[src/design/ooo_macros.svh]
`ifndef OOO_MACROS_SVH
`define OOO_MACROS_SVH

// Datapath and architectural state
`define XLEN        32
`define NUM_REGS    32

// Reservation station split, ALU entries take the low indices
`define NUM_ALU_RS  3
`define NUM_MUL_RS  2
`define NUM_RS      (`NUM_ALU_RS + `NUM_MUL_RS)

// Operand already present in the register file
`define NULL_TAG    3'd7

`endif

[src/design/isa_pkg.sv]
package isa_pkg;

    // Major opcodes
    localparam logic [6:0] OPC_OP     = 7'b0110011;
    localparam logic [6:0] OPC_OP_IMM = 7'b0010011;

    // funct3 values
    localparam logic [2:0] F3_ADD_SUB = 3'b000;
    localparam logic [2:0] F3_XOR     = 3'b100;
    localparam logic [2:0] F3_OR      = 3'b110;
    localparam logic [2:0] F3_AND     = 3'b111;

    // funct7 values
    localparam logic [6:0] F7_BASE = 7'b0000000;
    localparam logic [6:0] F7_SUB  = 7'b0100000;
    localparam logic [6:0] F7_MUL  = 7'b0000001;

    typedef struct packed {
        logic [6:0] funct7;
        logic [4:0] rs2;
        logic [4:0] rs1;
        logic [2:0] funct3;
        logic [4:0] rd;
        logic [6:0] opcode;
    } r_format_t;

    typedef struct packed {
        logic [11:0] imm;
        logic [4:0]  rs1;
        logic [2:0]  funct3;
        logic [4:0]  rd;
        logic [6:0]  opcode;
    } i_format_t;

    // One instruction word seen through either format
    typedef union packed {
        r_format_t r;
        i_format_t i;
    } instr_u;

    typedef enum logic [2:0] {
        OP_ADD,
        OP_SUB,
        OP_AND,
        OP_OR,
        OP_XOR,
        OP_MUL
    } alu_op_e;

endpackage

[src/design/ooo_pkg.sv]
`include "ooo_macros.svh"

package ooo_pkg;

    // Entry index of the producer, or NULL_TAG
    typedef logic [2:0] rs_tag_t;

    typedef enum logic {
        UNIT_ALU,
        UNIT_MUL
    } unit_class_e;

    // One reservation station slot
    typedef struct packed {
        logic             busy;
        logic             issued;
        isa_pkg::alu_op_e op;
        rs_tag_t          tag_a;
        rs_tag_t          tag_b;
        logic [`XLEN-1:0] val_a;
        logic [`XLEN-1:0] val_b;
        logic [4:0]       dest;
    } rs_entry_t;

    // Operation handed to a functional unit
    typedef struct packed {
        rs_tag_t          tag;
        isa_pkg::alu_op_e op;
        logic [`XLEN-1:0] a;
        logic [`XLEN-1:0] b;
        logic [4:0]       dest;
    } issue_t;

endpackage

[src/design/ooo_ifs.sv]
`timescale 1ns/1ps
`include "ooo_macros.svh"

// Result broadcast, one per cycle at most
interface cdb_if;
    import ooo_pkg::*;

    logic             valid;
    rs_tag_t          tag;
    logic [`XLEN-1:0] value;
    logic [4:0]       dest;

    modport producer (output valid, tag, value, dest);
    modport consumer (input valid, tag, value, dest);
endinterface


[src/design/reg_status.sv]
`timescale 1ns/1ps
`include "ooo_macros.svh"

module reg_status (
    input  logic             clock,
    input  logic             reset,
    input  logic [4:0]       src_a_idx,
    input  logic [4:0]       src_b_idx,
    output ooo_pkg::rs_tag_t src_a_tag,
    output ooo_pkg::rs_tag_t src_b_tag,
    output logic [`XLEN-1:0] src_a_val,
    output logic [`XLEN-1:0] src_b_val,
    input  logic             rename_valid,
    input  logic [4:0]       rename_idx,
    input  ooo_pkg::rs_tag_t rename_tag,
    cdb_if.consumer          cdb,
    input  logic [4:0]       dbg_addr,
    output logic [`XLEN-1:0] dbg_data
);
    import ooo_pkg::*;

    logic [`XLEN-1:0] regs [`NUM_REGS];
    rs_tag_t          map  [`NUM_REGS];
    logic             commit;
    logic             hit_a;
    logic             hit_b;

    // Only the latest producer of a register may retire into it
    assign commit = cdb.valid && (map[cdb.dest] == cdb.tag);

    always_ff @(posedge clock or posedge reset) begin
        if (reset) begin
            for (int i = 0; i < `NUM_REGS; i++) begin
                regs[i] <= '0;
                map[i]  <= `NULL_TAG;
            end
        end else begin
            if (commit) begin
                regs[cdb.dest] <= cdb.value;
                map[cdb.dest]  <= `NULL_TAG;
            end
            // New producer overrides a same-cycle clear
            if (rename_valid) begin
                map[rename_idx] <= rename_tag;
            end
        end
    end

    // Source reads see a broadcast in the same cycle
    assign hit_a = cdb.valid && (map[src_a_idx] == cdb.tag);
    assign hit_b = cdb.valid && (map[src_b_idx] == cdb.tag);

    assign src_a_tag = hit_a ? `NULL_TAG : map[src_a_idx];
    assign src_a_val = hit_a ? cdb.value : regs[src_a_idx];
    assign src_b_tag = hit_b ? `NULL_TAG : map[src_b_idx];
    assign src_b_val = hit_b ? cdb.value : regs[src_b_idx];

    assign dbg_data = regs[dbg_addr];

endmodule

[src/flat_wrapper.sv]
// flat-port wrapper written by rule: the top's interface ports become plain ports
module reg_status_flat import ooo_pkg::*;
  (clock, reset, src_a_idx, src_b_idx, src_a_tag, src_b_tag, src_a_val, src_b_val, rename_valid, rename_idx, rename_tag, dbg_addr, dbg_data, cdb_valid, cdb_tag, cdb_value, cdb_dest);
  cdb_if cdb_i ();
  input  logic clock;
  input  logic reset;
  input  logic [4:0] src_a_idx;
  input  logic [4:0] src_b_idx;
  output ooo_pkg::rs_tag_t src_a_tag;
  output ooo_pkg::rs_tag_t src_b_tag;
  output logic [`XLEN-1:0] src_a_val;
  output logic [`XLEN-1:0] src_b_val;
  input  logic rename_valid;
  input  logic [4:0] rename_idx;
  input  ooo_pkg::rs_tag_t rename_tag;
  input  logic [4:0] dbg_addr;
  output logic [`XLEN-1:0] dbg_data;
  input wire logic [$bits(cdb_i.valid)-1:0] cdb_valid;
  input wire logic [$bits(cdb_i.tag)-1:0] cdb_tag;
  input wire logic [$bits(cdb_i.value)-1:0] cdb_value;
  input wire logic [$bits(cdb_i.dest)-1:0] cdb_dest;
  assign cdb_i.valid = cdb_valid;
  assign cdb_i.tag = cdb_tag;
  assign cdb_i.value = cdb_value;
  assign cdb_i.dest = cdb_dest;
  reg_status u_core (.clock(clock), .reset(reset), .src_a_idx(src_a_idx), .src_b_idx(src_b_idx), .src_a_tag(src_a_tag), .src_b_tag(src_b_tag), .src_a_val(src_a_val), .src_b_val(src_b_val), .rename_valid(rename_valid), .rename_idx(rename_idx), .rename_tag(rename_tag), .cdb(cdb_i), .dbg_addr(dbg_addr), .dbg_data(dbg_data));
endmodule
[config.mk]
export PLATFORM = sky130hd
export DESIGN_NAME = reg_status_flat
export DESIGN_NICKNAME = d
export VERILOG_FILES = /design/src/design/isa_pkg.sv /design/src/design/ooo_pkg.sv /design/src/design/ooo_ifs.sv /design/src/design/reg_status.sv /design/src/flat_wrapper.sv
export VERILOG_INCLUDE_DIRS = /design/src /design/src/design
export SDC_FILE = /design/constraint.sdc
export NUM_CORES = 2
export LEC_CHECK = 0
export ABC_CLOCK_PERIOD_IN_PS = 35500
export BUFFER_PORTS_ARGS = -buffer_cell sky130_fd_sc_hd__buf_2
export CORE_ASPECT_RATIO = 1.25
export CORE_UTILIZATION = 35
export CTS_CLUSTER_DIAMETER = 120
export DETAILED_ROUTE_END_ITERATION = 16
export GPL_TIMING_DRIVEN = 0
export PLACE_DENSITY = 0.57
export SKIP_CTS_REPAIR_TIMING = 1
export SYNTH_ARGS = -nofsm -noshare
export SYNTH_HDL_FRONTEND = slang
export SYNTH_SLANG_ARGS = --single-unit
[constraint.sdc]
create_clock -name clock -period 35.5 [get_ports clock]
set_clock_uncertainty 0.05 [all_clocks]
set_input_delay 5.325 -clock clock [delete_from_list [all_inputs] [get_ports clock]]
set_output_delay 5.325 -clock clock [all_outputs]
set_load 0.01 [all_outputs]
==> qor.yml <==
status: "finished, violations left"
violations: "capacitance limit, slew limit"
combinationalPowerShare: 0.223
fin_crit_ps: 15430
hp-start: "u_core.regs[549]"
worst_pin_slew_ps: 1560
dp_cells: 7292
muxShareOfSynthArea: 0.528
hold_viol_final: 0
route.detailed.drc: 0
synthAdderAreaFrac: 0
place_congestion: 0.948
numPortBuffers: 155
worst_slack_ps: 20070
cell_internal_pwr_mw: 2.73
synth_fp_nets: 4472
p_sw_mw: 1.16
dr.pass1.iters: 6
crit_required_ps: 30120
final_util: 0.398
grt_pass1_vias: 49200
yosys.area_share.simple: 0.0330
crit_path_start: "src_a_idx[1]"
cap_violations: 4
ys_seq_elements: 1120
synth_seq_area_share: 0.397
ir_drop_v: 0.0000448
max_slew_margin: -0.0384
slew_viol_final: 44
p_total_mw: 3.88
tritoncts: "built"
area_growth_pct: 12.9
r2r-start: "u_core.map[24]"
ios: 169
power.density_nw_per_um2: 48.5
seq_power_share: 0.422
track_usage: 0.280
place_area_sq_um: 75800
wirelength_mm: 285
nets: 4786
clockPowerShare: 0.354
root_buffer: "clkbuf_16"
die-area_sq_um: 204000
dieHeight_microns: 505
cts_htree_levels: 3
die_w_microns: 405
synth_cell_types: 46
viasPerCell: 6.36
setup_viol: 0
fin_hold_ws_ps: 481
fp-row-count: 184
crit_path_end_kind: "output pin"
tns_ps: 0
finalCritPeriodShare: 0.435
arrival_ps: 10060
synth-compound-area-share: 0.00995
grt_start_max_net_pins: 44
cts_buffer_depth: 3
max_freq_ghz: 0.0648
antenna_found_initial: 18
synth_xor_xnor_area_share: 0.00132
yosys-top-cells-area: "dfrtp_1 36%, mux4_2 32%, mux2_2 11%, mux2_4 4.5%, mux2_1 4.4%"
clkTransAtPathRegs_ps: 60
reg2reg_slack_ps: 31470
cp-start-kind: "primary input"
clk_latency_ps: 790
final_cell_count_no_fill: 7523
ys.warnings.count: 0
cts_buffers: 121
num_vias: 47900
grt_pass1_wl_mm: 398
initial_core_util: 0.352
crit_fanout: 10
netlist_instances: 4405
final_cell_area_sq_um: 80100
synth_top_family_by_area: "multiplexers"
synth_area_sq_um: 70900
dp_hpwl_mm: 204
rsz0062_at_grt: "false"
path_class: "in -> out"
grt-ovfl-total: 0
swShare: 0.298
clock-sinks: 1120
yosysTopAreaCellShare: 0.361
wl_per_cell_microns: 37.8
leakage_nw: 35.6
drive_above_1_share: 0.549
syn_avg_cell_area_sq_um: 16.1
dp_slack_ps: 20240
yosysTopAreaCell: "dfrtp_1"
core_sq_um: 201000
drtIter0Drc: 4962
final_antenna_net_count: 0
min_path_type: "reg -> reg"
==> cell usage after synthesis (all sizes together) <==
library cell  instances
or3                   1
mux4               1018
a211oi                2
or3b                  4
o22ai                 2
nor3b                 8
nor2b                 5
and4                  2
nand4                 9
inv                   1
nand3                17
nor3                 16
and3b                 7
xor2                  6
o211ai                4
mux2i                32
nand4b               20
and2                  2
a22oi                18
nor2                238
dfstp                96
nand2b               12
dfrtp              1024
a21oi               100
mux2               1188
a31oi                 2
nand2                60
xnor2                 3
nand3b               14
clkbuf              266
buf                 219
and3                  4
nor4b                 2
or2                   3
==> registers in the layout, summed over array words and instances (netlist names) <==
name,cells
u_core.regs,1024
u_core.map,96
==> worst max-delay path, stage by stage <==
cell,delay [ps]
buf_2,240
buf_2,350
buf_2,460
clkbuf_1,730
clkbuf_1,1190
mux4_2,460
mux4_2,480
mux2_2,290
mux2_2,350
buf_2,170
==> path summary, 6_finish.rpt <==
path                                    end  depth (start not counted)
max                            src_a_val[0]                         10
min                        u_core.regs[549]                          1
max reg2reg                 u_core.regs[13]                          7
min reg2reg                u_core.regs[549]                          1
max in group asynchronous  u_core.regs[535]                          9
min in group asynchronous  u_core.regs[609]                          2
==> final cells by class <==
class                      count  area, sq um
clock inverter                41          596
clock buffer                 182         3620
inverter                       1         7.51
timing repair buffer         191         1470
buffer                       485         2250
fill                       18800       121000
antenna                        7         17.5
sequential                  1120        28100
multi-input combinational   2799        40600
tap                         2697         3370
==> layout by cell type (no fill, tap or decap), drive strengths merged, types with 12 or more instances in the layout <==
cell type | netlist | routed
clkbuf | 266 | 450
clkinv | 0 | 23
bufinv | 0 | 13
dfrtp | 1024 | 1024
nor3 | 16 | 16
a21oi | 100 | 100
nand3b | 14 | 14
nand3 | 17 | 17
mux2i | 32 | 32
buf | 219 | 408
mux4 | 1018 | 1018
nand4b | 20 | 20
nand2 | 60 | 60
nor2 | 238 | 238
a22oi | 18 | 18
dfstp | 96 | 96
nand2b | 12 | 12
mux2 | 1188 | 1188
==> layer usage <==
layer / global-route usage / share of wire / vias up
met2: 0.448 / 0.48 / 2471
met5: 0 / 0.00043 / -
met3: 0.0655 / 0.083 / 688
met1: 0.352 / 0.38 / 26400
li1: - / - / 18300
met4: 0.143 / 0.059 / 18
==> power by group through the flow <==
stage,registers (mW),logic (mW),clock network [mW]
5_1_grt,1.66,0.906,1.43
2_1_floorplan,1.59,0.612,0
3_3_place_gp,1.64,0.841,0
4_1_cts,1.63,0.863,1.39
3_5_place_dp,1.65,0.860,0
6_report,1.64,0.866,1.38
==> cell families (layout without fill, tap and decap cells) <==
group,Yosys count,count (layout)
other,0,7
DFF,1120,1120
muxes,2238,2238
AOI/OAI and AO/OA,128,128
and+or+nand+nor,424,424
buffers and inverters,486,900
xor gates and xnor gates,9,9
(Power assumes the default switching activity.)
