===== src/design/ooo_macros.svh =====
`ifndef OOO_MACROS_SVH
`define OOO_MACROS_SVH

// Datapath and architectural state
`define XLEN        32
`define NUM_REGS    32

// Reservation station split, ALU entries take the low indices
`define NUM_ALU_RS  3
`define NUM_MUL_RS  2
`define NUM_RS      (`NUM_ALU_RS + `NUM_MUL_RS)

// Operand already present in the register file
`define NULL_TAG    3'd7

`endif


===== src/design/isa_pkg.sv =====
package isa_pkg;

    // Major opcodes
    localparam logic [6:0] OPC_OP     = 7'b0110011;
    localparam logic [6:0] OPC_OP_IMM = 7'b0010011;

    // funct3 values
    localparam logic [2:0] F3_ADD_SUB = 3'b000;
    localparam logic [2:0] F3_XOR     = 3'b100;
    localparam logic [2:0] F3_OR      = 3'b110;
    localparam logic [2:0] F3_AND     = 3'b111;

    // funct7 values
    localparam logic [6:0] F7_BASE = 7'b0000000;
    localparam logic [6:0] F7_SUB  = 7'b0100000;
    localparam logic [6:0] F7_MUL  = 7'b0000001;

    typedef struct packed {
        logic [6:0] funct7;
        logic [4:0] rs2;
        logic [4:0] rs1;
        logic [2:0] funct3;
        logic [4:0] rd;
        logic [6:0] opcode;
    } r_format_t;

    typedef struct packed {
        logic [11:0] imm;
        logic [4:0]  rs1;
        logic [2:0]  funct3;
        logic [4:0]  rd;
        logic [6:0]  opcode;
    } i_format_t;

    // One instruction word seen through either format
    typedef union packed {
        r_format_t r;
        i_format_t i;
    } instr_u;

    typedef enum logic [2:0] {
        OP_ADD,
        OP_SUB,
        OP_AND,
        OP_OR,
        OP_XOR,
        OP_MUL
    } alu_op_e;

endpackage


===== src/design/ooo_pkg.sv =====
`include "ooo_macros.svh"

package ooo_pkg;

    // Entry index of the producer, or NULL_TAG
    typedef logic [2:0] rs_tag_t;

    typedef enum logic {
        UNIT_ALU,
        UNIT_MUL
    } unit_class_e;

    // One reservation station slot
    typedef struct packed {
        logic             busy;
        logic             issued;
        isa_pkg::alu_op_e op;
        rs_tag_t          tag_a;
        rs_tag_t          tag_b;
        logic [`XLEN-1:0] val_a;
        logic [`XLEN-1:0] val_b;
        logic [4:0]       dest;
    } rs_entry_t;

    // Operation handed to a functional unit
    typedef struct packed {
        rs_tag_t          tag;
        isa_pkg::alu_op_e op;
        logic [`XLEN-1:0] a;
        logic [`XLEN-1:0] b;
        logic [4:0]       dest;
    } issue_t;

endpackage


===== src/design/ooo_ifs.sv =====
`timescale 1ns/1ps
`include "ooo_macros.svh"


// Entry write from the dispatch controller
interface dispatch_if;
    import isa_pkg::*;
    import ooo_pkg::*;

    logic               valid;
    rs_tag_t            alloc_tag;
    alu_op_e            op;
    rs_tag_t            tag_a;
    rs_tag_t            tag_b;
    logic [`XLEN-1:0]   val_a;
    logic [`XLEN-1:0]   val_b;
    logic [4:0]         dest;
    logic [`NUM_RS-1:0] busy_mask;

    modport sender (output valid, alloc_tag, op, tag_a, tag_b, val_a, val_b, dest,
                    input busy_mask);
    modport receiver (input valid, alloc_tag, op, tag_a, tag_b, val_a, val_b, dest,
                      output busy_mask);
endinterface



===== src/design/dispatch_ctrl.sv =====
`timescale 1ns/1ps
`include "ooo_macros.svh"

module dispatch_ctrl (
    input  logic             clock,
    input  logic             reset,
    input  logic             instr_valid,
    input  isa_pkg::instr_u  instr,
    output logic             drop,
    output logic [4:0]       src_a_idx,
    output logic [4:0]       src_b_idx,
    input  ooo_pkg::rs_tag_t src_a_tag,
    input  ooo_pkg::rs_tag_t src_b_tag,
    input  logic [`XLEN-1:0] src_a_val,
    input  logic [`XLEN-1:0] src_b_val,
    output logic             rename_valid,
    output logic [4:0]       rename_idx,
    output ooo_pkg::rs_tag_t rename_tag,
    dispatch_if.sender       disp
);
    import isa_pkg::*;
    import ooo_pkg::*;

    logic        known;
    logic        use_imm;
    alu_op_e     op;
    unit_class_e cls;
    logic        free_found;
    rs_tag_t     free_tag;
    logic        fire;

    // Register fields come from the R view, the immediate from the I view
    always_comb begin
        known   = 1'b0;
        use_imm = 1'b0;
        op      = OP_ADD;
        if (instr.r.opcode == OPC_OP) begin
            if (instr.r.funct7 == F7_BASE) begin
                known = 1'b1;
                case (instr.r.funct3)
                    F3_ADD_SUB: op = OP_ADD;
                    F3_XOR:     op = OP_XOR;
                    F3_OR:      op = OP_OR;
                    F3_AND:     op = OP_AND;
                    default:    known = 1'b0;
                endcase
            end else if (instr.r.funct7 == F7_SUB && instr.r.funct3 == F3_ADD_SUB) begin
                known = 1'b1;
                op    = OP_SUB;
            end else if (instr.r.funct7 == F7_MUL && instr.r.funct3 == F3_ADD_SUB) begin
                known = 1'b1;
                op    = OP_MUL;
            end
        end else if (instr.i.opcode == OPC_OP_IMM && instr.i.funct3 == F3_ADD_SUB) begin
            known   = 1'b1;
            use_imm = 1'b1;
        end
    end

    assign cls = (op == OP_MUL) ? UNIT_MUL : UNIT_ALU;

    // Lowest free index inside the class's range
    always_comb begin
        free_found = 1'b0;
        free_tag   = `NULL_TAG;
        for (int i = `NUM_RS - 1; i >= 0; i--) begin
            if (!disp.busy_mask[i] && ((i >= `NUM_ALU_RS) == (cls == UNIT_MUL))) begin
                free_found = 1'b1;
                free_tag   = rs_tag_t'(i);
            end
        end
    end

    assign fire = instr_valid && known && free_found;

    assign src_a_idx = instr.r.rs1;
    assign src_b_idx = instr.r.rs2;

    assign disp.valid     = fire;
    assign disp.alloc_tag = free_tag;
    assign disp.op        = op;
    assign disp.dest      = instr.r.rd;

    // x0 is always ready and reads as zero
    assign disp.tag_a = (instr.r.rs1 == 5'd0) ? `NULL_TAG : src_a_tag;
    assign disp.val_a = (instr.r.rs1 == 5'd0) ? '0 : src_a_val;

    always_comb begin
        if (use_imm) begin
            disp.tag_b = `NULL_TAG;
            disp.val_b = {{(`XLEN-12){instr.i.imm[11]}}, instr.i.imm};
        end else if (instr.r.rs2 == 5'd0) begin
            disp.tag_b = `NULL_TAG;
            disp.val_b = '0;
        end else begin
            disp.tag_b = src_b_tag;
            disp.val_b = src_b_val;
        end
    end

    assign rename_valid = fire && (instr.r.rd != 5'd0);
    assign rename_idx   = instr.r.rd;
    assign rename_tag   = free_tag;

    // Known op with its class full
    always_ff @(posedge clock or posedge reset) begin
        if (reset) begin
            drop <= 1'b0;
        end else begin
            drop <= instr_valid && known && !free_found;
        end
    end

endmodule


===== src/flat_wrapper.sv =====
// flat-port wrapper written by rule: the top's interface ports become plain ports
module dispatch_ctrl_flat import isa_pkg::*; import ooo_pkg::*;
  (clock, reset, instr_valid, instr, drop, src_a_idx, src_b_idx, src_a_tag, src_b_tag, src_a_val, src_b_val, rename_valid, rename_idx, rename_tag, disp_valid, disp_alloc_tag, disp_op, disp_tag_a, disp_tag_b, disp_val_a, disp_val_b, disp_dest, disp_busy_mask);
  dispatch_if disp_i ();
  input  logic clock;
  input  logic reset;
  input  logic instr_valid;
  input  isa_pkg::instr_u instr;
  output logic drop;
  output logic [4:0] src_a_idx;
  output logic [4:0] src_b_idx;
  input  ooo_pkg::rs_tag_t src_a_tag;
  input  ooo_pkg::rs_tag_t src_b_tag;
  input  logic [`XLEN-1:0] src_a_val;
  input  logic [`XLEN-1:0] src_b_val;
  output logic rename_valid;
  output logic [4:0] rename_idx;
  output ooo_pkg::rs_tag_t rename_tag;
  output wire logic [$bits(disp_i.valid)-1:0] disp_valid;
  output wire logic [$bits(disp_i.alloc_tag)-1:0] disp_alloc_tag;
  output wire logic [$bits(disp_i.op)-1:0] disp_op;
  output wire logic [$bits(disp_i.tag_a)-1:0] disp_tag_a;
  output wire logic [$bits(disp_i.tag_b)-1:0] disp_tag_b;
  output wire logic [$bits(disp_i.val_a)-1:0] disp_val_a;
  output wire logic [$bits(disp_i.val_b)-1:0] disp_val_b;
  output wire logic [$bits(disp_i.dest)-1:0] disp_dest;
  input wire logic [$bits(disp_i.busy_mask)-1:0] disp_busy_mask;
  assign disp_valid = disp_i.valid;
  assign disp_alloc_tag = disp_i.alloc_tag;
  assign disp_op = disp_i.op;
  assign disp_tag_a = disp_i.tag_a;
  assign disp_tag_b = disp_i.tag_b;
  assign disp_val_a = disp_i.val_a;
  assign disp_val_b = disp_i.val_b;
  assign disp_dest = disp_i.dest;
  assign disp_i.busy_mask = disp_busy_mask;
  dispatch_ctrl u_core (.clock(clock), .reset(reset), .instr_valid(instr_valid), .instr(instr), .drop(drop), .src_a_idx(src_a_idx), .src_b_idx(src_b_idx), .src_a_tag(src_a_tag), .src_b_tag(src_b_tag), .src_a_val(src_a_val), .src_b_val(src_b_val), .rename_valid(rename_valid), .rename_idx(rename_idx), .rename_tag(rename_tag), .disp(disp_i));
endmodule

===== config.mk =====
export PLATFORM = sky130hd
export DESIGN_NAME = dispatch_ctrl_flat
export DESIGN_NICKNAME = d
export VERILOG_FILES = /design/src/design/isa_pkg.sv /design/src/design/ooo_pkg.sv /design/src/design/ooo_ifs.sv /design/src/design/dispatch_ctrl.sv /design/src/flat_wrapper.sv
export VERILOG_INCLUDE_DIRS = /design/src /design/src/design
export SDC_FILE = /design/constraint.sdc
export NUM_CORES = 1
export LEC_CHECK = 0
export ABC_AREA = 1
export BUFFER_PORTS_ARGS = -buffer_cell sky130_fd_sc_hd__buf_2
export CORE_AREA = 10 10 79 81
export DETAILED_ROUTE_END_ITERATION = 10
export DIE_AREA = 0 0 89 91
export GPL_TIMING_DRIVEN = 0
export HOLD_SLACK_MARGIN = 0.08
export PLACE_DENSITY = 0.83
export SKIP_LAST_GASP = 1
export SLEW_MARGIN = 20
export SYNTH_ARGS = -nofsm -noshare
export SYNTH_HDL_FRONTEND = slang
export SYNTH_SLANG_ARGS = --single-unit

===== constraint.sdc =====
create_clock -name clock -period 2 [get_ports clock]
set_clock_uncertainty 0.05 [all_clocks]
set_input_delay 0.3 -clock clock [delete_from_list [all_inputs] [get_ports clock]]
set_output_delay 0.3 -clock clock [all_outputs]
set_load 0.01 [all_outputs]

==> results.toml <==
[status]
status = "finished, violations left"
violations = "setup timing"

[place]
dp_hpwl_mm = 6.98
dp_cells = 527
place_ws_ps = -82.7
portBuffers = 211
gp_congestion = 0.830

[power_and_ir_drop]
p_leak_nw = 1.91
fin_total_pwr_mw = 0.529
ir_drop_v = 0.000109
p_per_area_nw_per_um2 = 194

[cts]
cts-hold-fix-buffers = 0
cts.clk_slew.worst_paths_ps = 0

[global_route]
overflow = 0
first_global_vias = 2404
grt_antenna_before_repair = 0
grt_max_degree = 11
grt_usage_pct = 17.3
grt_pass1_wl_mm = 11.7

[layout]
syn_to_final_growth_pct = 109
fin_util_pct = 58.6
stdcell_count = 536
final_cell_mix = "203 x buf_2, 70 x nand2_1, 47 x inv_1, 39 x nand3_1, 31 x buf_4"
drive_gt1_share_pct = 61.6
final_common_cell = "buf_2"
diodes = 0
largest_reg_flops = 1
reg_top3 = "u_core.drop: 1 flops"
nets = 594
regMostFlops = "u_core.drop"

[floorplanning]
rows = 25
chipWidth_um = 89
die-area_um2 = 8100
core-area_um2 = 4660
die_h_um = 91
io_pins = 212
start_util_pct = 28.1

[logic_synthesis]
async_flop_share_pct = 100
ys_types = 27
ys_ff_latch = 1
syn_inst = 262
yosysWarningCount = 0
avgSynthCellArea_um2 = 5.00
synth.yosys.seq_area_share_pct = 1.91
synth_edf_count = 0
syn-num-nets = 372
synthFlopType = "dfrtp_1"
netlist_area_um2 = 1310

[route]
wl_per_cell_um = 15.5
num_vias = 2411
ant_nets = 0
drc_errors = 0
via_per_inst = 4.50
drtPass1Iterations = 6
drtIter0Drc = 36
routed_wl_mm = 8.31

[timing]
slew_viol_final = 0
hold_slack_ps = 89.0
max_freq_ghz = 0.486
finalSetupViolCount = 6
rsz0062_at_grt = "yes"
min_period_ps = 2060
worst_slack_ps = -56.5
worstMarginPinSlew_ps = 404
hold_viol_final = 0
slew_headroom_pct = 72.9
timing.final.crit_share_pct = 103

[setup_path]
critPathBufInv = 3
end_kind = "output port"
crit_top_cell = "nand2_4"
worstSetupPathType = "input port to output port"
path_cells = "buf_8, inv_4, nand2_4, nor2_4, nand3_4, a21oi_4, nand2_4, nand2_2, nand2_1, a21boi_2, buf_2"
crit_required_ps = 1650
cp_max_fo = 5
path_delay_family = "simple AND/OR/NAND/NOR gates"
cp.arrival_ps = 1710
critPathMaxStageDelay_ps = 240
slowest_stage = "a21oi_4"
startpoint_type = "input port"

[flow_run]
max_cap_violations = 0

[worst_hold_path]
hp-class = "input port to async pin"
[power breakdown]
part,internal [mW],switching (mW)
sequential,0.0206,0.000000637
combinational,0.254,0.254
clock,0,0
total,0.275,0.254
[routing by layer]
metal | wire length, µm | GRT usage, % | up-vias
li1 | - | - | 1216
met1 | 2750 | 16.3 | 1029
met2 | 4220 | 33.9 | 148
met3 | 1110 | 6.61 | 18
met4 | 229 | 3.18 | 0
met5 | 0 | 0 | -
[cell families (layout without fill, tap and decap cells)]
logic type / count (synthesis) / after routing / share of synthesized area [%]
flops: 1 / 1 / 1.91
buf+inv: 92 / 312 / 33.2
compound gates: 12 / 12 / 5.93
simple gates: 157 / 157 / 59.0
[Yosys cell counts (3+ instances only)]
cell      count  area, µm²
o21ai_0       6       30.0
inv_2         4       15.0
buf_4        23        173
nor2_1        5       18.8
nor3_1        4       20.0
nand3_2       3       30.0
clkbuf_1     11       41.3
nand2_2       4       25.0
nor2_2        3       18.8
inv_1        52        195
o21ai_1       3       15.0
nand3b_1      5       37.5
nand2_1      78        293
nand3_1      43        215
nor2_4        4       45.0
nor3b_1       3       22.5
[worst max-delay path by stage]
stage                     startpoint           endpoint  slack, ps  depth (start not counted)
final                      instr[27]  disp_alloc_tag[0]        -60                         11
after global routing       instr[28]  disp_alloc_tag[0]       -160                         11
after CTS                  instr[25]  disp_alloc_tag[0]        -30                         13
after detailed placement    instr[3]      disp_val_b[0]        -80                          8
after global placement      instr[3]      disp_val_b[0]        -90                          8
after floorplan             instr[3]      rename_tag[0]         90                         10
[timing repair]
| action | 4_1_cts | 5_1_grt |
|---|---|---|
| resized for setup | 30 | 45 |
| setup buffers | 4 | 6 |
| setup endpoints to repair | 37 | 43 |
| gates cloned | 0 | 0 |
| pin swaps | 18 | 16 |
[final cells by class]
class | instances | area, µm²
fillers | 465 | 1930
well taps | 54 | 67.6
repair buffers | 221 | 1200
flip-flops and latches | 1 | 25.0
inverters | 57 | 229
plain buffers | 34 | 224
multi-input cells | 169 | 980
[metrics by stage]
step	setup TNS, ps	area [µm²]
2_1_floorplan	0	1310
3_3_place_gp	-1140	2430
3_5_place_dp	-1780	2430
4_1_cts	-34.9	2570
5_1_grt	-892	2730
6_report	-182	2730
Note: power is estimated with default switching activity, not from simulation.
