==> src/design/ooo_macros.svh <==
`ifndef OOO_MACROS_SVH
`define OOO_MACROS_SVH

// Datapath and architectural state
`define XLEN        32
`define NUM_REGS    32

// Reservation station split, ALU entries take the low indices
`define NUM_ALU_RS  3
`define NUM_MUL_RS  2
`define NUM_RS      (`NUM_ALU_RS + `NUM_MUL_RS)

// Operand already present in the register file
`define NULL_TAG    3'd7

`endif

==> src/design/isa_pkg.sv <==
package isa_pkg;

    // Major opcodes
    localparam logic [6:0] OPC_OP     = 7'b0110011;
    localparam logic [6:0] OPC_OP_IMM = 7'b0010011;

    // funct3 values
    localparam logic [2:0] F3_ADD_SUB = 3'b000;
    localparam logic [2:0] F3_XOR     = 3'b100;
    localparam logic [2:0] F3_OR      = 3'b110;
    localparam logic [2:0] F3_AND     = 3'b111;

    // funct7 values
    localparam logic [6:0] F7_BASE = 7'b0000000;
    localparam logic [6:0] F7_SUB  = 7'b0100000;
    localparam logic [6:0] F7_MUL  = 7'b0000001;

    typedef struct packed {
        logic [6:0] funct7;
        logic [4:0] rs2;
        logic [4:0] rs1;
        logic [2:0] funct3;
        logic [4:0] rd;
        logic [6:0] opcode;
    } r_format_t;

    typedef struct packed {
        logic [11:0] imm;
        logic [4:0]  rs1;
        logic [2:0]  funct3;
        logic [4:0]  rd;
        logic [6:0]  opcode;
    } i_format_t;

    // One instruction word seen through either format
    typedef union packed {
        r_format_t r;
        i_format_t i;
    } instr_u;

    typedef enum logic [2:0] {
        OP_ADD,
        OP_SUB,
        OP_AND,
        OP_OR,
        OP_XOR,
        OP_MUL
    } alu_op_e;

endpackage

==> src/design/ooo_pkg.sv <==
`include "ooo_macros.svh"

package ooo_pkg;

    // Entry index of the producer, or NULL_TAG
    typedef logic [2:0] rs_tag_t;

    typedef enum logic {
        UNIT_ALU,
        UNIT_MUL
    } unit_class_e;

    // One reservation station slot
    typedef struct packed {
        logic             busy;
        logic             issued;
        isa_pkg::alu_op_e op;
        rs_tag_t          tag_a;
        rs_tag_t          tag_b;
        logic [`XLEN-1:0] val_a;
        logic [`XLEN-1:0] val_b;
        logic [4:0]       dest;
    } rs_entry_t;

    // Operation handed to a functional unit
    typedef struct packed {
        rs_tag_t          tag;
        isa_pkg::alu_op_e op;
        logic [`XLEN-1:0] a;
        logic [`XLEN-1:0] b;
        logic [4:0]       dest;
    } issue_t;

endpackage

==> src/design/ooo_ifs.sv <==
`timescale 1ns/1ps
`include "ooo_macros.svh"

// Result broadcast, one per cycle at most
interface cdb_if;
    import ooo_pkg::*;

    logic             valid;
    rs_tag_t          tag;
    logic [`XLEN-1:0] value;
    logic [4:0]       dest;

    modport producer (output valid, tag, value, dest);
    modport consumer (input valid, tag, value, dest);
endinterface


// Issue from the station to the ALU and multiplier
interface issue_if;
    import ooo_pkg::*;

    logic   alu_valid;
    issue_t alu_payload;
    logic   mul_valid;
    issue_t mul_payload;
    logic   alu_block;

    modport station (output alu_valid, alu_payload, mul_valid, mul_payload, input alu_block);
    modport units (input alu_valid, alu_payload, mul_valid, mul_payload, output alu_block);
endinterface

==> src/design/exec_units.sv <==
`timescale 1ns/1ps
`include "ooo_macros.svh"

module exec_units (
    input logic     clock,
    input logic     reset,
    issue_if.units  iss,
    cdb_if.producer cdb
);
    import isa_pkg::*;
    import ooo_pkg::*;

    localparam int HALF = `XLEN / 2;

    logic             alu_v;
    rs_tag_t          alu_tag;
    logic [4:0]       alu_dest;
    logic [`XLEN-1:0] alu_res;
    logic [`XLEN-1:0] alu_next;

    // Multiplier stage valids, tags and destinations
    logic [2:0]       mul_v;
    rs_tag_t          mul_tag  [3];
    logic [4:0]       mul_dest [3];

    // Partial products, then cross sum, then final product
    logic [`XLEN-1:0] s1_ll;
    logic [HALF-1:0]  s1_lh;
    logic [HALF-1:0]  s1_hl;
    logic [`XLEN-1:0] s2_ll;
    logic [HALF-1:0]  s2_cross;
    logic [`XLEN-1:0] s3_prod;

    always_comb begin
        case (iss.alu_payload.op)
            OP_SUB:  alu_next = iss.alu_payload.a - iss.alu_payload.b;
            OP_AND:  alu_next = iss.alu_payload.a & iss.alu_payload.b;
            OP_OR:   alu_next = iss.alu_payload.a | iss.alu_payload.b;
            OP_XOR:  alu_next = iss.alu_payload.a ^ iss.alu_payload.b;
            default: alu_next = iss.alu_payload.a + iss.alu_payload.b;
        endcase
    end

    always_ff @(posedge clock or posedge reset) begin
        if (reset) begin
            alu_v <= 1'b0;
            mul_v <= '0;
        end else begin
            alu_v <= iss.alu_valid;
            mul_v <= {mul_v[1:0], iss.mul_valid};
        end
    end

    always_ff @(posedge clock) begin
        alu_tag     <= iss.alu_payload.tag;
        alu_dest    <= iss.alu_payload.dest;
        alu_res     <= alu_next;
        mul_tag[0]  <= iss.mul_payload.tag;
        mul_tag[1]  <= mul_tag[0];
        mul_tag[2]  <= mul_tag[1];
        mul_dest[0] <= iss.mul_payload.dest;
        mul_dest[1] <= mul_dest[0];
        mul_dest[2] <= mul_dest[1];
        s1_ll    <= `XLEN'(iss.mul_payload.a[HALF-1:0]) * `XLEN'(iss.mul_payload.b[HALF-1:0]);
        s1_lh    <= iss.mul_payload.a[HALF-1:0] * iss.mul_payload.b[`XLEN-1:HALF];
        s1_hl    <= iss.mul_payload.a[`XLEN-1:HALF] * iss.mul_payload.b[HALF-1:0];
        s2_ll    <= s1_ll;
        s2_cross <= s1_lh + s1_hl;
        s3_prod  <= s2_ll + {s2_cross, {HALF{1'b0}}};
    end

    // Stage two valid means the multiplier takes the CDB next cycle
    assign iss.alu_block = mul_v[1];

    assign cdb.valid = mul_v[2] || alu_v;
    assign cdb.tag   = mul_v[2] ? mul_tag[2] : alu_tag;
    assign cdb.dest  = mul_v[2] ? mul_dest[2] : alu_dest;
    assign cdb.value = mul_v[2] ? s3_prod : alu_res;

endmodule

==> src/flat_wrapper.sv <==
// flat-port wrapper written by rule: the top's interface ports become plain ports
module exec_units_flat import isa_pkg::*; import ooo_pkg::*;
  (clock, reset, iss_alu_valid, iss_alu_payload, iss_mul_valid, iss_mul_payload, iss_alu_block, cdb_valid, cdb_tag, cdb_value, cdb_dest);
  issue_if iss_i ();
  cdb_if cdb_i ();
  input logic clock;
  input logic reset;
  input wire logic [$bits(iss_i.alu_valid)-1:0] iss_alu_valid;
  input wire logic [$bits(iss_i.alu_payload)-1:0] iss_alu_payload;
  input wire logic [$bits(iss_i.mul_valid)-1:0] iss_mul_valid;
  input wire logic [$bits(iss_i.mul_payload)-1:0] iss_mul_payload;
  output wire logic [$bits(iss_i.alu_block)-1:0] iss_alu_block;
  output wire logic [$bits(cdb_i.valid)-1:0] cdb_valid;
  output wire logic [$bits(cdb_i.tag)-1:0] cdb_tag;
  output wire logic [$bits(cdb_i.value)-1:0] cdb_value;
  output wire logic [$bits(cdb_i.dest)-1:0] cdb_dest;
  assign iss_i.alu_valid = iss_alu_valid;
  assign iss_i.alu_payload = iss_alu_payload;
  assign iss_i.mul_valid = iss_mul_valid;
  assign iss_i.mul_payload = iss_mul_payload;
  assign iss_alu_block = iss_i.alu_block;
  assign cdb_valid = cdb_i.valid;
  assign cdb_tag = cdb_i.tag;
  assign cdb_value = cdb_i.value;
  assign cdb_dest = cdb_i.dest;
  exec_units u_core (.clock(clock), .reset(reset), .iss(iss_i), .cdb(cdb_i));
endmodule
==> config.mk <==
export PLATFORM = sky130hd
export DESIGN_NAME = exec_units_flat
export DESIGN_NICKNAME = d
export VERILOG_FILES = /design/src/design/isa_pkg.sv /design/src/design/ooo_pkg.sv /design/src/design/ooo_ifs.sv /design/src/design/exec_units.sv /design/src/flat_wrapper.sv
export VERILOG_INCLUDE_DIRS = /design/src /design/src/design
export SDC_FILE = /design/constraint.sdc
export NUM_CORES = 2
export LEC_CHECK = 0
export BUFFER_PORTS_ARGS = -buffer_cell sky130_fd_sc_hd__buf_2
export CAP_MARGIN = 20
export CORE_ASPECT_RATIO = 0.5
export CORE_UTILIZATION = 30
export CTS_BUF_LIST = sky130_fd_sc_hd__clkbuf_16
export DETAILED_ROUTE_END_ITERATION = 10
export PLACE_DENSITY = 0.45
export SYNTH_ARGS = -nofsm -noshare
export SYNTH_HDL_FRONTEND = slang
export SYNTH_SLANG_ARGS = --single-unit
==> constraint.sdc <==
create_clock -name clock -period 5.5 [get_ports clock]
set_input_delay 0 -clock clock [delete_from_list [all_inputs] [get_ports clock]]
set_output_delay 0 -clock clock [all_outputs]
set_load 0.05 [all_outputs]
==> summary.md <==
| Metric | Value |
|---|---|
| Vias | `19,510` |
| Number of flops mapped to enable cells by yosys | `0` |
| Hold Path Class | `input port to register` |
| Fin Setup TNS | `0 ps` |
| Die footprint | `88,480 um2` |
| Worst vdd ir | `0.5825 mV` |
| Worst setup path startpoint | `iss_mul_payload[9]` |
| CP Class | `input port to register` |
| Power density cells | `635.1 nW/um2` |
| Worst R2R Setup Slack | `2670 ps` |
| Synth Area in Compound Gates | `8.760%` |
| Largest family of logic cells by synthesized area | `adder cells` |
| Chip height | `210.8 um` |
| Initial antenna violation count | `3` |
| HPWL after detailed placement | `63.36 mm` |
| Clock Latency Late Sink | `500 ps` |
| Nets | `4,060` |
| Gr ovfl total | `0` |
| Clock Skew | `9.553 ps` |
| Global-route wire length before repair | `118.4 mm` |
| Detailed-route wire length per cell | `17.02 um` |
| R2R depth | `12` |
| Max Cap Viol | `0` |
| Final setup viols | `0` |
| Area growth from synthesis to final layout | `16.24%` |
| Adder-cell area share of the yosys netlist | `43.00%` |
| Sink Count | `212` |
| Total Routed Length | `75.07 mm` |
| Core Area | `86,250 um2` |
| Max Clock Freq | `0.1961 GHz` |
| Row cnt | `76` |
| GRT Total Usage | `17.25%` |
| Multiplexer share of the synthesized area | `1.836%` |
| Slowest stage cell, crit path | `fa_1` |
| Synth top area share | `27.31%` |
| Gpl congestion | `0.8665` |
| Synth Area in Simple Gates | `14.13%` |
| Drc violations | `0` |
| Worst-Margin Slew | `905.4 ps` |
| FFs w/ async S/R, synth | `1.887%` |
| Crit path DAT | `5540 ps` |
| Final Max Tran Viols | `0` |
| Fin. Hold Viols | `0` |
| Slowest stage delay, CP | `560 ps` |
| Fillers | `9,038` |
| Top cells by count, synth | `inv_1, nand2_1, fa_1` |
| Status | `finished, final reports clean` |
| Quantity of gates resized following cts | `0` |
| DR pass1 iterations | `5` |
| Post-synthesis xor/xnor area fraction | `6.259%` |
| Hold_sp | `iss_alu_payload[38]` |
| Minimum clock period after layout | `5099 ps` |
| Synth warn | `0` |
| Seq/Total Area, Yosys | `16.30%` |
| CTS buffer count | `23` |
| Worst-path clk slew | `60 ps` |
| Startpoint types | `input port` |
| Htree depth | `1` |
| Share of layout cells above drive strength 1 | `13.28%` |
| Drt initial violations | `903` |
| Largest net degree at the start of global routing | `61` |
| RSZ-0062 raised after global routing | `false` |
| Main synth FF type | `dfxtp_1` |
| Final period utilization | `92.71%` |
| Lkg Pwr | `15.20 nW` |
| Top post-synthesis cells by area | `fa_1, dfxtp_1, ha_1` |
| Top cell type by total area after synthesis | `fa_1` |
| Syn Nets | `3,777` |
| Worst setup path endpoint | `u_core.s1_ll[31]` |
| Slew HR | `39.64%` |
| Port Buf Inserts | `192` |
| R2r endpoint | `u_core.s2_cross[14]` |
| Cell breakdown of the critical path | `buf_2 -> buf_4 -> buf_4 -> and2_1 -> fa_1 -> ha_1 -> fa_1 -> inv_1 -> fa_1 -> fa_1 -> fa_1 -> inv_1 -> ha_1 -> a21o_1 -> a21o_1 -> a31o_2 -> a21oi_1 -> o21ai_1 -> a21bo_2 -> a31o_2 -> a21oi_2 -> xnor2_1` |
| R2R Path Start | `u_core.s1_hl[0]` |
| CP endpoint kind | `register` |
| Most common cell in the netlist | `inv_1` |
| Maximum fanout along the worst path | `13` |
| DRT antenna net count | `0` |
| IO Count | `196` |
| Chip width | `419.7 um` |
| Drt via density | `4.424` |
| Crit path top cell by count | `fa_1` |
| Vias in the first global route | `20,230` |
| Clock buffer depth | `3` |
| Mean Syn Cell Area | `8.907 um2` |
| Req. time, crit path | `5940 ps` |
| Initial Utilization | `30.34%` |
| Layout Utilization | `35.27%` |
| Yosys reg bits | `212` |
| CTS tree | `yes` |
| Cell Area, Synth | `26,170 um2` |
| Root Buffer | `clkbuf_16` |
| Cells after Synth | `2,938` |
| Netlist cell types | `64` |
## kinds of logic after synthesis
logic type	count (synthesis)
mux	43
buf+inv	678
simple gates	783
fa+ha+maj	685
compound gates	350
flops	212
xor+xnor	187
## routing by layer
metal	GRT usage, %	share of wire (%)	vias to the layer above
met2	27.73	45	328
met4	2.567	1.2	0
met5	0	0	-
met1	25.40	50	9438
met3	1.675	3.7	51
li1	-	-	9695
## area by class of cell
class                           count  area [um2]  area share, %
Clock inverter                     18       206.4         0.6787
Tap cell                         1170        1464          4.813
Inverter                          564        2117          6.960
Timing Repair Buffer              372        2422          7.964
Clock buffer                       23       575.6          1.892
Multi-Input combinational cell   2048       19360          63.64
Antenna cell                        3       7.507        0.02468
Sequential cell                   212        4265          14.02
## worst min path at each step
stage / endpoint / cells past startpoint / slack, ps
6_report: u_core.alu_res[1] / 4 / 10
4_1_cts: u_core.alu_res[19] / 5 / 10
3_3_place_gp: u_core.mul_v[0] / 2 / -120
5_1_grt: u_core.alu_res[0] / 5 / 40
2_1_floorplan: u_core.alu_v / 1 / -230
3_5_place_dp: u_core.mul_v[0] / 2 / -110
## per-stage QoR
stage	hold slack [ps]	cells	cell area, um2	total power, mW	setup WS [ps]
floorplan	-233.9	2938	26170	12.09	2.932
global placement	-117.1	4332	29290	17.85	-91.49
detailed placement	-105.4	4332	29290	17.88	-136.7
CTS	9.821	4407	30410	19.63	411.9
global route	39.26	4410	30420	21.41	74.98
finish	10.24	4410	30420	19.32	400.8
## state kept, by name, summed over array words and instances, names as in the netlist
register / cells
u_core.alu_dest: 5
u_core.alu_res: 32
u_core.alu_tag: 3
u_core.alu_v: 1
u_core.mul_dest: 15
u_core.mul_tag: 9
u_core.mul_v: 3
u_core.s1_hl: 16
u_core.s1_lh: 16
u_core.s1_ll: 32
u_core.s2_cross: 16
u_core.s2_ll: 32
u_core.s3_prod: 32
## worst max-delay path: cells and delay by family
family | cells | cell delay, ps
xor gates and xnor gates | 1 | 120
adders and majority gates | 7 | 3170
AOI/OAI and AO/OA | 8 | 1410
and+or+nand+nor | 1 | 180
buffers and inverters | 5 | 630
## cell usage in the layout, fill, tap and decap left out, types with 14 or more instances in the layout
cell,n
a211oi_1,23
dlygate4sd3_1,34
buf_4,144
buf_2,192
nand2_1,363
nor2b_1,15
and2_1,214
clkbuf_16,23
a21o_1,26
mux2_2,40
o22ai_1,16
a21oi_1,119
o21ai_0,52
ha_1,328
inv_1,568
xnor2_1,148
nand3_1,14
dfxtp_1,208
fa_1,357
xor2_1,39
nor2_1,102
o21a_1,21
nor3_1,23
## report_power, final
| group | switching, mW | internal (mW) |
|---|---|---|
| Clock | 0.602 | 0.991 |
| Combinational | 8.31 | 6.89 |
| Sequential | 0.212 | 2.31 |
## timing repair
item,4_1_cts,5_1_grt
buffers inserted,0,0
hold buffers,34,0
endpoints found under the setup margin,0,0
hold endpoints to repair,34,0
Note: power is estimated with default switching activity, not from simulation.
