## config.mk

```make
export PLATFORM = sky130hd
export DESIGN_NAME = reservation_station_flat
export DESIGN_NICKNAME = d
export VERILOG_FILES = /design/src/design/isa_pkg.sv /design/src/design/ooo_pkg.sv /design/src/design/ooo_ifs.sv /design/src/design/reservation_station.sv /design/src/flat_wrapper.sv
export VERILOG_INCLUDE_DIRS = /design/src /design/src/design
export SDC_FILE = /design/constraint.sdc
export NUM_CORES = 1
export LEC_CHECK = 0
export ABC_AREA = 0
export ABC_CLOCK_PERIOD_IN_PS = 24300
export BUFFER_PORTS_ARGS = -buffer_cell sky130_fd_sc_hd__buf_2
export CORE_ASPECT_RATIO = 1.75
export CORE_UTILIZATION = 35
export DETAILED_ROUTE_END_ITERATION = 10
export HOLD_SLACK_MARGIN = 0.08
export SLEW_MARGIN = 20
export SYNTH_ARGS = -nofsm -noshare
export SYNTH_HDL_FRONTEND = slang
export SYNTH_SLANG_ARGS = --single-unit
export TNS_END_PERCENT = 20
```

## constraint.sdc

```tcl
create_clock -name clock -period 24.3 [get_ports clock]
set_clock_uncertainty 0.15 [all_clocks]
set_input_delay 4.86 -clock clock [delete_from_list [all_inputs] [get_ports clock]]
set_output_delay 4.86 -clock clock [all_outputs]
set_load 0.01 [all_outputs]
```

## src/design/ooo_macros.svh

```systemverilog
`ifndef OOO_MACROS_SVH
`define OOO_MACROS_SVH

// Datapath and architectural state
`define XLEN        32
`define NUM_REGS    32

// Reservation station split, ALU entries take the low indices
`define NUM_ALU_RS  3
`define NUM_MUL_RS  2
`define NUM_RS      (`NUM_ALU_RS + `NUM_MUL_RS)

// Operand already present in the register file
`define NULL_TAG    3'd7

`endif

```

## src/design/isa_pkg.sv

```systemverilog
package isa_pkg;

    // Major opcodes
    localparam logic [6:0] OPC_OP     = 7'b0110011;
    localparam logic [6:0] OPC_OP_IMM = 7'b0010011;

    // funct3 values
    localparam logic [2:0] F3_ADD_SUB = 3'b000;
    localparam logic [2:0] F3_XOR     = 3'b100;
    localparam logic [2:0] F3_OR      = 3'b110;
    localparam logic [2:0] F3_AND     = 3'b111;

    // funct7 values
    localparam logic [6:0] F7_BASE = 7'b0000000;
    localparam logic [6:0] F7_SUB  = 7'b0100000;
    localparam logic [6:0] F7_MUL  = 7'b0000001;

    typedef struct packed {
        logic [6:0] funct7;
        logic [4:0] rs2;
        logic [4:0] rs1;
        logic [2:0] funct3;
        logic [4:0] rd;
        logic [6:0] opcode;
    } r_format_t;

    typedef struct packed {
        logic [11:0] imm;
        logic [4:0]  rs1;
        logic [2:0]  funct3;
        logic [4:0]  rd;
        logic [6:0]  opcode;
    } i_format_t;

    // One instruction word seen through either format
    typedef union packed {
        r_format_t r;
        i_format_t i;
    } instr_u;

    typedef enum logic [2:0] {
        OP_ADD,
        OP_SUB,
        OP_AND,
        OP_OR,
        OP_XOR,
        OP_MUL
    } alu_op_e;

endpackage

```

## src/design/ooo_pkg.sv

```systemverilog
`include "ooo_macros.svh"

package ooo_pkg;

    // Entry index of the producer, or NULL_TAG
    typedef logic [2:0] rs_tag_t;

    typedef enum logic {
        UNIT_ALU,
        UNIT_MUL
    } unit_class_e;

    // One reservation station slot
    typedef struct packed {
        logic             busy;
        logic             issued;
        isa_pkg::alu_op_e op;
        rs_tag_t          tag_a;
        rs_tag_t          tag_b;
        logic [`XLEN-1:0] val_a;
        logic [`XLEN-1:0] val_b;
        logic [4:0]       dest;
    } rs_entry_t;

    // Operation handed to a functional unit
    typedef struct packed {
        rs_tag_t          tag;
        isa_pkg::alu_op_e op;
        logic [`XLEN-1:0] a;
        logic [`XLEN-1:0] b;
        logic [4:0]       dest;
    } issue_t;

endpackage

```

## src/design/ooo_ifs.sv

```systemverilog
`timescale 1ns/1ps
`include "ooo_macros.svh"

// Result broadcast, one per cycle at most
interface cdb_if;
    import ooo_pkg::*;

    logic             valid;
    rs_tag_t          tag;
    logic [`XLEN-1:0] value;
    logic [4:0]       dest;

    modport producer (output valid, tag, value, dest);
    modport consumer (input valid, tag, value, dest);
endinterface

// Entry write from the dispatch controller
interface dispatch_if;
    import isa_pkg::*;
    import ooo_pkg::*;

    logic               valid;
    rs_tag_t            alloc_tag;
    alu_op_e            op;
    rs_tag_t            tag_a;
    rs_tag_t            tag_b;
    logic [`XLEN-1:0]   val_a;
    logic [`XLEN-1:0]   val_b;
    logic [4:0]         dest;
    logic [`NUM_RS-1:0] busy_mask;

    modport sender (output valid, alloc_tag, op, tag_a, tag_b, val_a, val_b, dest,
                    input busy_mask);
    modport receiver (input valid, alloc_tag, op, tag_a, tag_b, val_a, val_b, dest,
                      output busy_mask);
endinterface

// Issue from the station to the ALU and multiplier
interface issue_if;
    import ooo_pkg::*;

    logic   alu_valid;
    issue_t alu_payload;
    logic   mul_valid;
    issue_t mul_payload;
    logic   alu_block;

    modport station (output alu_valid, alu_payload, mul_valid, mul_payload, input alu_block);
    modport units (input alu_valid, alu_payload, mul_valid, mul_payload, output alu_block);
endinterface

```

## src/design/reservation_station.sv

```systemverilog
`timescale 1ns/1ps
`include "ooo_macros.svh"

module reservation_station (
    input logic          clock,
    input logic          reset,
    dispatch_if.receiver disp,
    cdb_if.consumer      cdb,
    issue_if.station     iss
);
    import ooo_pkg::*;

    rs_entry_t          rs [`NUM_RS];
    logic [`NUM_RS-1:0] ready;
    logic               alu_found;
    logic               mul_found;
    rs_tag_t            alu_sel;
    rs_tag_t            mul_sel;

    function automatic issue_t make_issue(input rs_entry_t e, input rs_tag_t t);
        issue_t p;
        p.tag  = t;
        p.op   = e.op;
        p.a    = e.val_a;
        p.b    = e.val_b;
        p.dest = e.dest;
        return p;
    endfunction

    // Both operands present and not yet sent to a unit
    always_comb begin
        for (int i = 0; i < `NUM_RS; i++) begin
            disp.busy_mask[i] = rs[i].busy;
            ready[i] = rs[i].busy && !rs[i].issued &&
                       (rs[i].tag_a == `NULL_TAG) && (rs[i].tag_b == `NULL_TAG);
        end
    end

    // Lowest ready index per class
    always_comb begin
        alu_found = 1'b0;
        alu_sel   = '0;
        mul_found = 1'b0;
        mul_sel   = rs_tag_t'(`NUM_ALU_RS);
        for (int i = `NUM_ALU_RS - 1; i >= 0; i--) begin
            if (ready[i]) begin
                alu_found = 1'b1;
                alu_sel   = rs_tag_t'(i);
            end
        end
        for (int i = `NUM_RS - 1; i >= `NUM_ALU_RS; i--) begin
            if (ready[i]) begin
                mul_found = 1'b1;
                mul_sel   = rs_tag_t'(i);
            end
        end
    end

    // ALU waits while the multiplier claims the next CDB slot
    assign iss.alu_valid   = alu_found && !iss.alu_block;
    assign iss.alu_payload = make_issue(rs[alu_sel], alu_sel);
    assign iss.mul_valid   = mul_found;
    assign iss.mul_payload = make_issue(rs[mul_sel], mul_sel);

    always_ff @(posedge clock or posedge reset) begin
        if (reset) begin
            for (int i = 0; i < `NUM_RS; i++) begin
                rs[i] <= '0;
            end
        end else begin
            for (int i = 0; i < `NUM_RS; i++) begin
                if (rs[i].busy && cdb.valid) begin
                    // Own result on the bus frees the slot
                    if (cdb.tag == rs_tag_t'(i)) begin
                        rs[i].busy <= 1'b0;
                    end
                    if (rs[i].tag_a == cdb.tag) begin
                        rs[i].tag_a <= `NULL_TAG;
                        rs[i].val_a <= cdb.value;
                    end
                    if (rs[i].tag_b == cdb.tag) begin
                        rs[i].tag_b <= `NULL_TAG;
                        rs[i].val_b <= cdb.value;
                    end
                end
            end
            if (iss.alu_valid) begin
                rs[alu_sel].issued <= 1'b1;
            end
            if (iss.mul_valid) begin
                rs[mul_sel].issued <= 1'b1;
            end
            if (disp.valid) begin
                rs[disp.alloc_tag] <= '{busy: 1'b1, issued: 1'b0, op: disp.op,
                                        tag_a: disp.tag_a, tag_b: disp.tag_b,
                                        val_a: disp.val_a, val_b: disp.val_b,
                                        dest: disp.dest};
            end
        end
    end

endmodule

```

## src/flat_wrapper.sv

```systemverilog
// flat-port wrapper written by rule: the top's interface ports become plain ports
module reservation_station_flat import ooo_pkg::*;
  (clock, reset, disp_valid, disp_alloc_tag, disp_op, disp_tag_a, disp_tag_b, disp_val_a, disp_val_b, disp_dest, disp_busy_mask, cdb_valid, cdb_tag, cdb_value, cdb_dest, iss_alu_valid, iss_alu_payload, iss_mul_valid, iss_mul_payload, iss_alu_block);
  dispatch_if disp_i ();
  cdb_if cdb_i ();
  issue_if iss_i ();
  input logic clock;
  input logic reset;
  input wire logic [$bits(disp_i.valid)-1:0] disp_valid;
  input wire logic [$bits(disp_i.alloc_tag)-1:0] disp_alloc_tag;
  input wire logic [$bits(disp_i.op)-1:0] disp_op;
  input wire logic [$bits(disp_i.tag_a)-1:0] disp_tag_a;
  input wire logic [$bits(disp_i.tag_b)-1:0] disp_tag_b;
  input wire logic [$bits(disp_i.val_a)-1:0] disp_val_a;
  input wire logic [$bits(disp_i.val_b)-1:0] disp_val_b;
  input wire logic [$bits(disp_i.dest)-1:0] disp_dest;
  output wire logic [$bits(disp_i.busy_mask)-1:0] disp_busy_mask;
  input wire logic [$bits(cdb_i.valid)-1:0] cdb_valid;
  input wire logic [$bits(cdb_i.tag)-1:0] cdb_tag;
  input wire logic [$bits(cdb_i.value)-1:0] cdb_value;
  input wire logic [$bits(cdb_i.dest)-1:0] cdb_dest;
  output wire logic [$bits(iss_i.alu_valid)-1:0] iss_alu_valid;
  output wire logic [$bits(iss_i.alu_payload)-1:0] iss_alu_payload;
  output wire logic [$bits(iss_i.mul_valid)-1:0] iss_mul_valid;
  output wire logic [$bits(iss_i.mul_payload)-1:0] iss_mul_payload;
  input wire logic [$bits(iss_i.alu_block)-1:0] iss_alu_block;
  assign disp_i.valid = disp_valid;
  assign disp_i.alloc_tag = disp_alloc_tag;
  assign disp_i.op = disp_op;
  assign disp_i.tag_a = disp_tag_a;
  assign disp_i.tag_b = disp_tag_b;
  assign disp_i.val_a = disp_val_a;
  assign disp_i.val_b = disp_val_b;
  assign disp_i.dest = disp_dest;
  assign disp_busy_mask = disp_i.busy_mask;
  assign cdb_i.valid = cdb_valid;
  assign cdb_i.tag = cdb_tag;
  assign cdb_i.value = cdb_value;
  assign cdb_i.dest = cdb_dest;
  assign iss_alu_valid = iss_i.alu_valid;
  assign iss_alu_payload = iss_i.alu_payload;
  assign iss_mul_valid = iss_i.mul_valid;
  assign iss_mul_payload = iss_i.mul_payload;
  assign iss_i.alu_block = iss_alu_block;
  reservation_station u_core (.clock(clock), .reset(reset), .disp(disp_i), .cdb(cdb_i), .iss(iss_i));
endmodule
```

==> results.txt <==
- The run finished with clean final reports.
* TritonCTS clock tree: built
- Setup violations remaining at the end of the flow were counted as 0.
* Die extent in x: 190 um
- The area growth from synthesis to layout is 12.5%.
- Post-synth ARST share: 100%
* Xor/xnor share of the synthesized area: 1.21%
- Total number of vias: about 17,000
- Slew margin rel.: between 10% and 20%
* Non-filler cells, final: about 3,000
- In the final routed layout, each cell accounts on average for approximately 22 um.
- Along the worst path, the maximum fanout reaches 2.
* Largest area contributor in the synthesized netlist: dfrtp_1
- Number of routed nets with antenna violations: 0
* Post-Place Setup Slack: approximately 14 ns
* Total Neg Setup Slack: 0 ns
- Netlist Area Pre-Place: ~0.022 sq mm
- For this configuration, the core starts out at a cell density of a little over a third.
- Unrepaired setup endpoints after global routing: false
- The post-route netlist has 25.3% of its cells at a drive strength greater than 1.
- Final GP Congestion: 0.799
- Across the VDD grid, the largest voltage drop is between 0.00005 and 0.00006 V.
- Buffers inserted to repair hold after CTS numbered 0.
* Dpl hpwl: between 40,000 and 50,000 um
* Input/output buffers: between 200 and 300
- Number of levels in the clock H-tree: 2
- The longest clock path from root to sink contains 3 buffers.
* Syn nets: roughly 2,200
- Final worst slack: 13.92 ns
* Sequential area share after synthesis: 46.1%
- Seq cells post-synth: 400
- Die height: around 330 um
- Worst setup path class: primary input to primary output
- Global-route wire length before repair: 105,000 um
- For the finished layout, the period the worst path requires is 10.38 ns.
- Post-Syn Instances: 2,099
- Leakage: roughly 9.4 nW
* Post-CTS Setup Repair Bufs: 0
- The hold violation total from the final report came to 0.
* Routed wire length: roughly 69,000 um
- I/O pin cnt: about 280
* Most frequent cells after synthesis: dfrtp_1, mux2i_1, nand2_1, o21ai_1, mux2_2
- The later pin in the worst-skew pair is clocked with a latency of around 0.56 ns.
- Post-route clock period utilization: 42.7%
* Fin nets: 2,369
- The worst setup path is captured at a primary output.
* Number of standard-cell rows in the floorplan: 120
* Fraction of synthesized cell area taken by the top area cell type: between 40% and 50%
- Summing the areas of all and, or, nand and nor instances in the mapped netlist gives a little under an eighth of the synthesized area.
* Category of the worst setup path launch point: primary input
* Count of warnings emitted by yosys: 0
- Number of DRC markers in iteration 0: between 800 and 900
* Clock Pin Slew Worst Setup and Hold Paths: ~0.060 ns
- The count of final max-slew check failures came to 0.
- After synthesis, the cell types taking the most area are dfrtp_1, mux2i_1, o21ai_1.
- Across every metal layer, demand over resource in global routing totals between 20% and 30%.
* Dpl cell area: 0.0231 sq mm
* Post-synthesis share of cell area spent on full adders, half adders and majority gates: 0%
- Top FF cell, synth: dfrtp_1
- Counting tap cells, the placed design contains a total of 2,993 instances.
- Final routed DRC violation total: 0
- Fmax: ~96 MHz
* Unique cell type count in the Yosys netlist: just under 50
* Count of flip-flops with a built-in enable after synthesis: 0
* Worst Max-Slew Pin Slew: approximately 1.2 ns
* Max-cap violations: 0
- The number of global-route vias before repair is between 15,000 and 20,000.
* Power density of the placed cells: 109 mW/mm^2
- Area of the core: between 0.06 and 0.07 sq mm
- Gates resized during post-CTS repair numbered 0.
* Overflow left after global routing: 0
- Clock tree synthesis selected as its root buffer the cell clkbuf_16.
* Sink Count: 400
- Mux share of post-synthesis cell area: about a quarter
- The floorplan step defined a die boundary enclosing 0.0631 sq mm.
* Critical path data required time: 19.29 ns
- Mean area per synthesized cell: approximately 10 sq um
- STA puts the critical path data arrival time at roughly 5.4 ns.
- Largest net degree at the start of global routing: 122
- Via density: between 5 and 6
- The synthesized netlist devotes between 10% and 20% of its cell area to compound gates.
- By instance count, the leading cell after synthesis is dfrtp_1.
- Final Instance Area: approximately 0.024 sq mm
- Number of CTS-inserted buffers: a little over 40
- Initial antenna violation count: 7
* First-pass DRT Iterations: 5
- Dominant combinational cell family by area after synthesis: multiplexers
- Worst hold-check path type: flip-flop to flip-flop
## cell families after synthesis
logic type	after synthesis
flip-flops	400
multiplexers	503
AND/OR/NAND/NOR	523
other	1
buffers and inverters	214
XOR/XNOR	30
AO/OA/AOI/OAI	428
## sequential cells by signal, indices dropped and copies added, names as in the netlist
signal,flops
u_core.rs,395
u_core.disp.busy_mask,5
## per-stage QoR
stage | total power, W | utilization, % | hold slack [ns]
4_1_cts | 0.00270 | 39.9 | 0.325
3_5_place_dp | 0.00205 | 37.7 | 0.311
6_report | 0.00267 | 39.9 | 0.323
2_1_floorplan | 0.00173 | - | 0.292
5_1_grt | 0.00284 | 39.9 | 0.352
3_3_place_gp | 0.00200 | 37.7 | 0.312
## where the power goes
part	switching (W)	internal [W]
clock	0.000279	0.000358
combinational	0.000491	0.000407
sequential	0.000174	0.000965
total	0.000944	0.00173
## path summary, 6_finish.rpt
kind | start | endpoint | slack, ns | depth (start not counted)
max | iss_alu_block | iss_alu_valid | 13.92 | 3
min | u_core.rs[315]$_DFFE_PP0P_ | u_core.rs[315]$_DFFE_PP0P_ | 0.32 | 2
max reg2reg | u_core.disp.busy_mask[3]$_DFF_PP0_ | u_core.rs[113]$_DFF_PP0_ | 21.96 | 5
min reg2reg | u_core.rs[315]$_DFFE_PP0P_ | u_core.rs[315]$_DFFE_PP0P_ | 0.32 | 2
max in group asynchronous | reset | u_core.rs[81]$_DFFE_PP0P_ | 17.31 | 4
min in group asynchronous | reset | u_core.rs[345]$_DFF_PP0_ | 4.33 | 2
## critical path: stages
cell and delay [ns]:
buf_2 0.12, a31oi_1 0.21, buf_2 0.18
## routing by layer
| metal | up-vias | GRT usage, % | share of wire (%) |
|---|---|---|---|
| met1 | 8329 | 26.8 | 41 |
| met5 | - | 0 | 0.080 |
| li1 | 7592 | - | - |
| met2 | 506 | 37.6 | 50 |
| met3 | 121 | 3.35 | 5.2 |
| met4 | 8 | 8.95 | 3.8 |
## cells in the final DEF, fill, tap and decap left out, drive strengths merged, types with 4 or more instances in the layout
cell type / netlist / routed
a21oi: 137 / 137
buf: 125 / 310
clkbuf: 84 / 58
clkinv: 0 / 8
dfrtp: 400 / 400
diode: 0 / 4
inv: 5 / 7
mux2: 118 / 118
mux2i: 385 / 385
nand2: 322 / 322
nor2: 101 / 101
nor4: 75 / 75
o21ai: 282 / 282
xor2: 30 / 30
## cell type report
class | count | area, sq um
clock buffer | 58 | 1170
inverter | 5 | 26.3
timing repair buffer | 310 | 1640
sequential | 400 | 10000
fill | 6004 | 36800
antenna | 4 | 10.0
multi-input combinational | 1485 | 10500
tap | 793 | 992
clock inverter | 14 | 133
(Power assumes the default switching activity.)
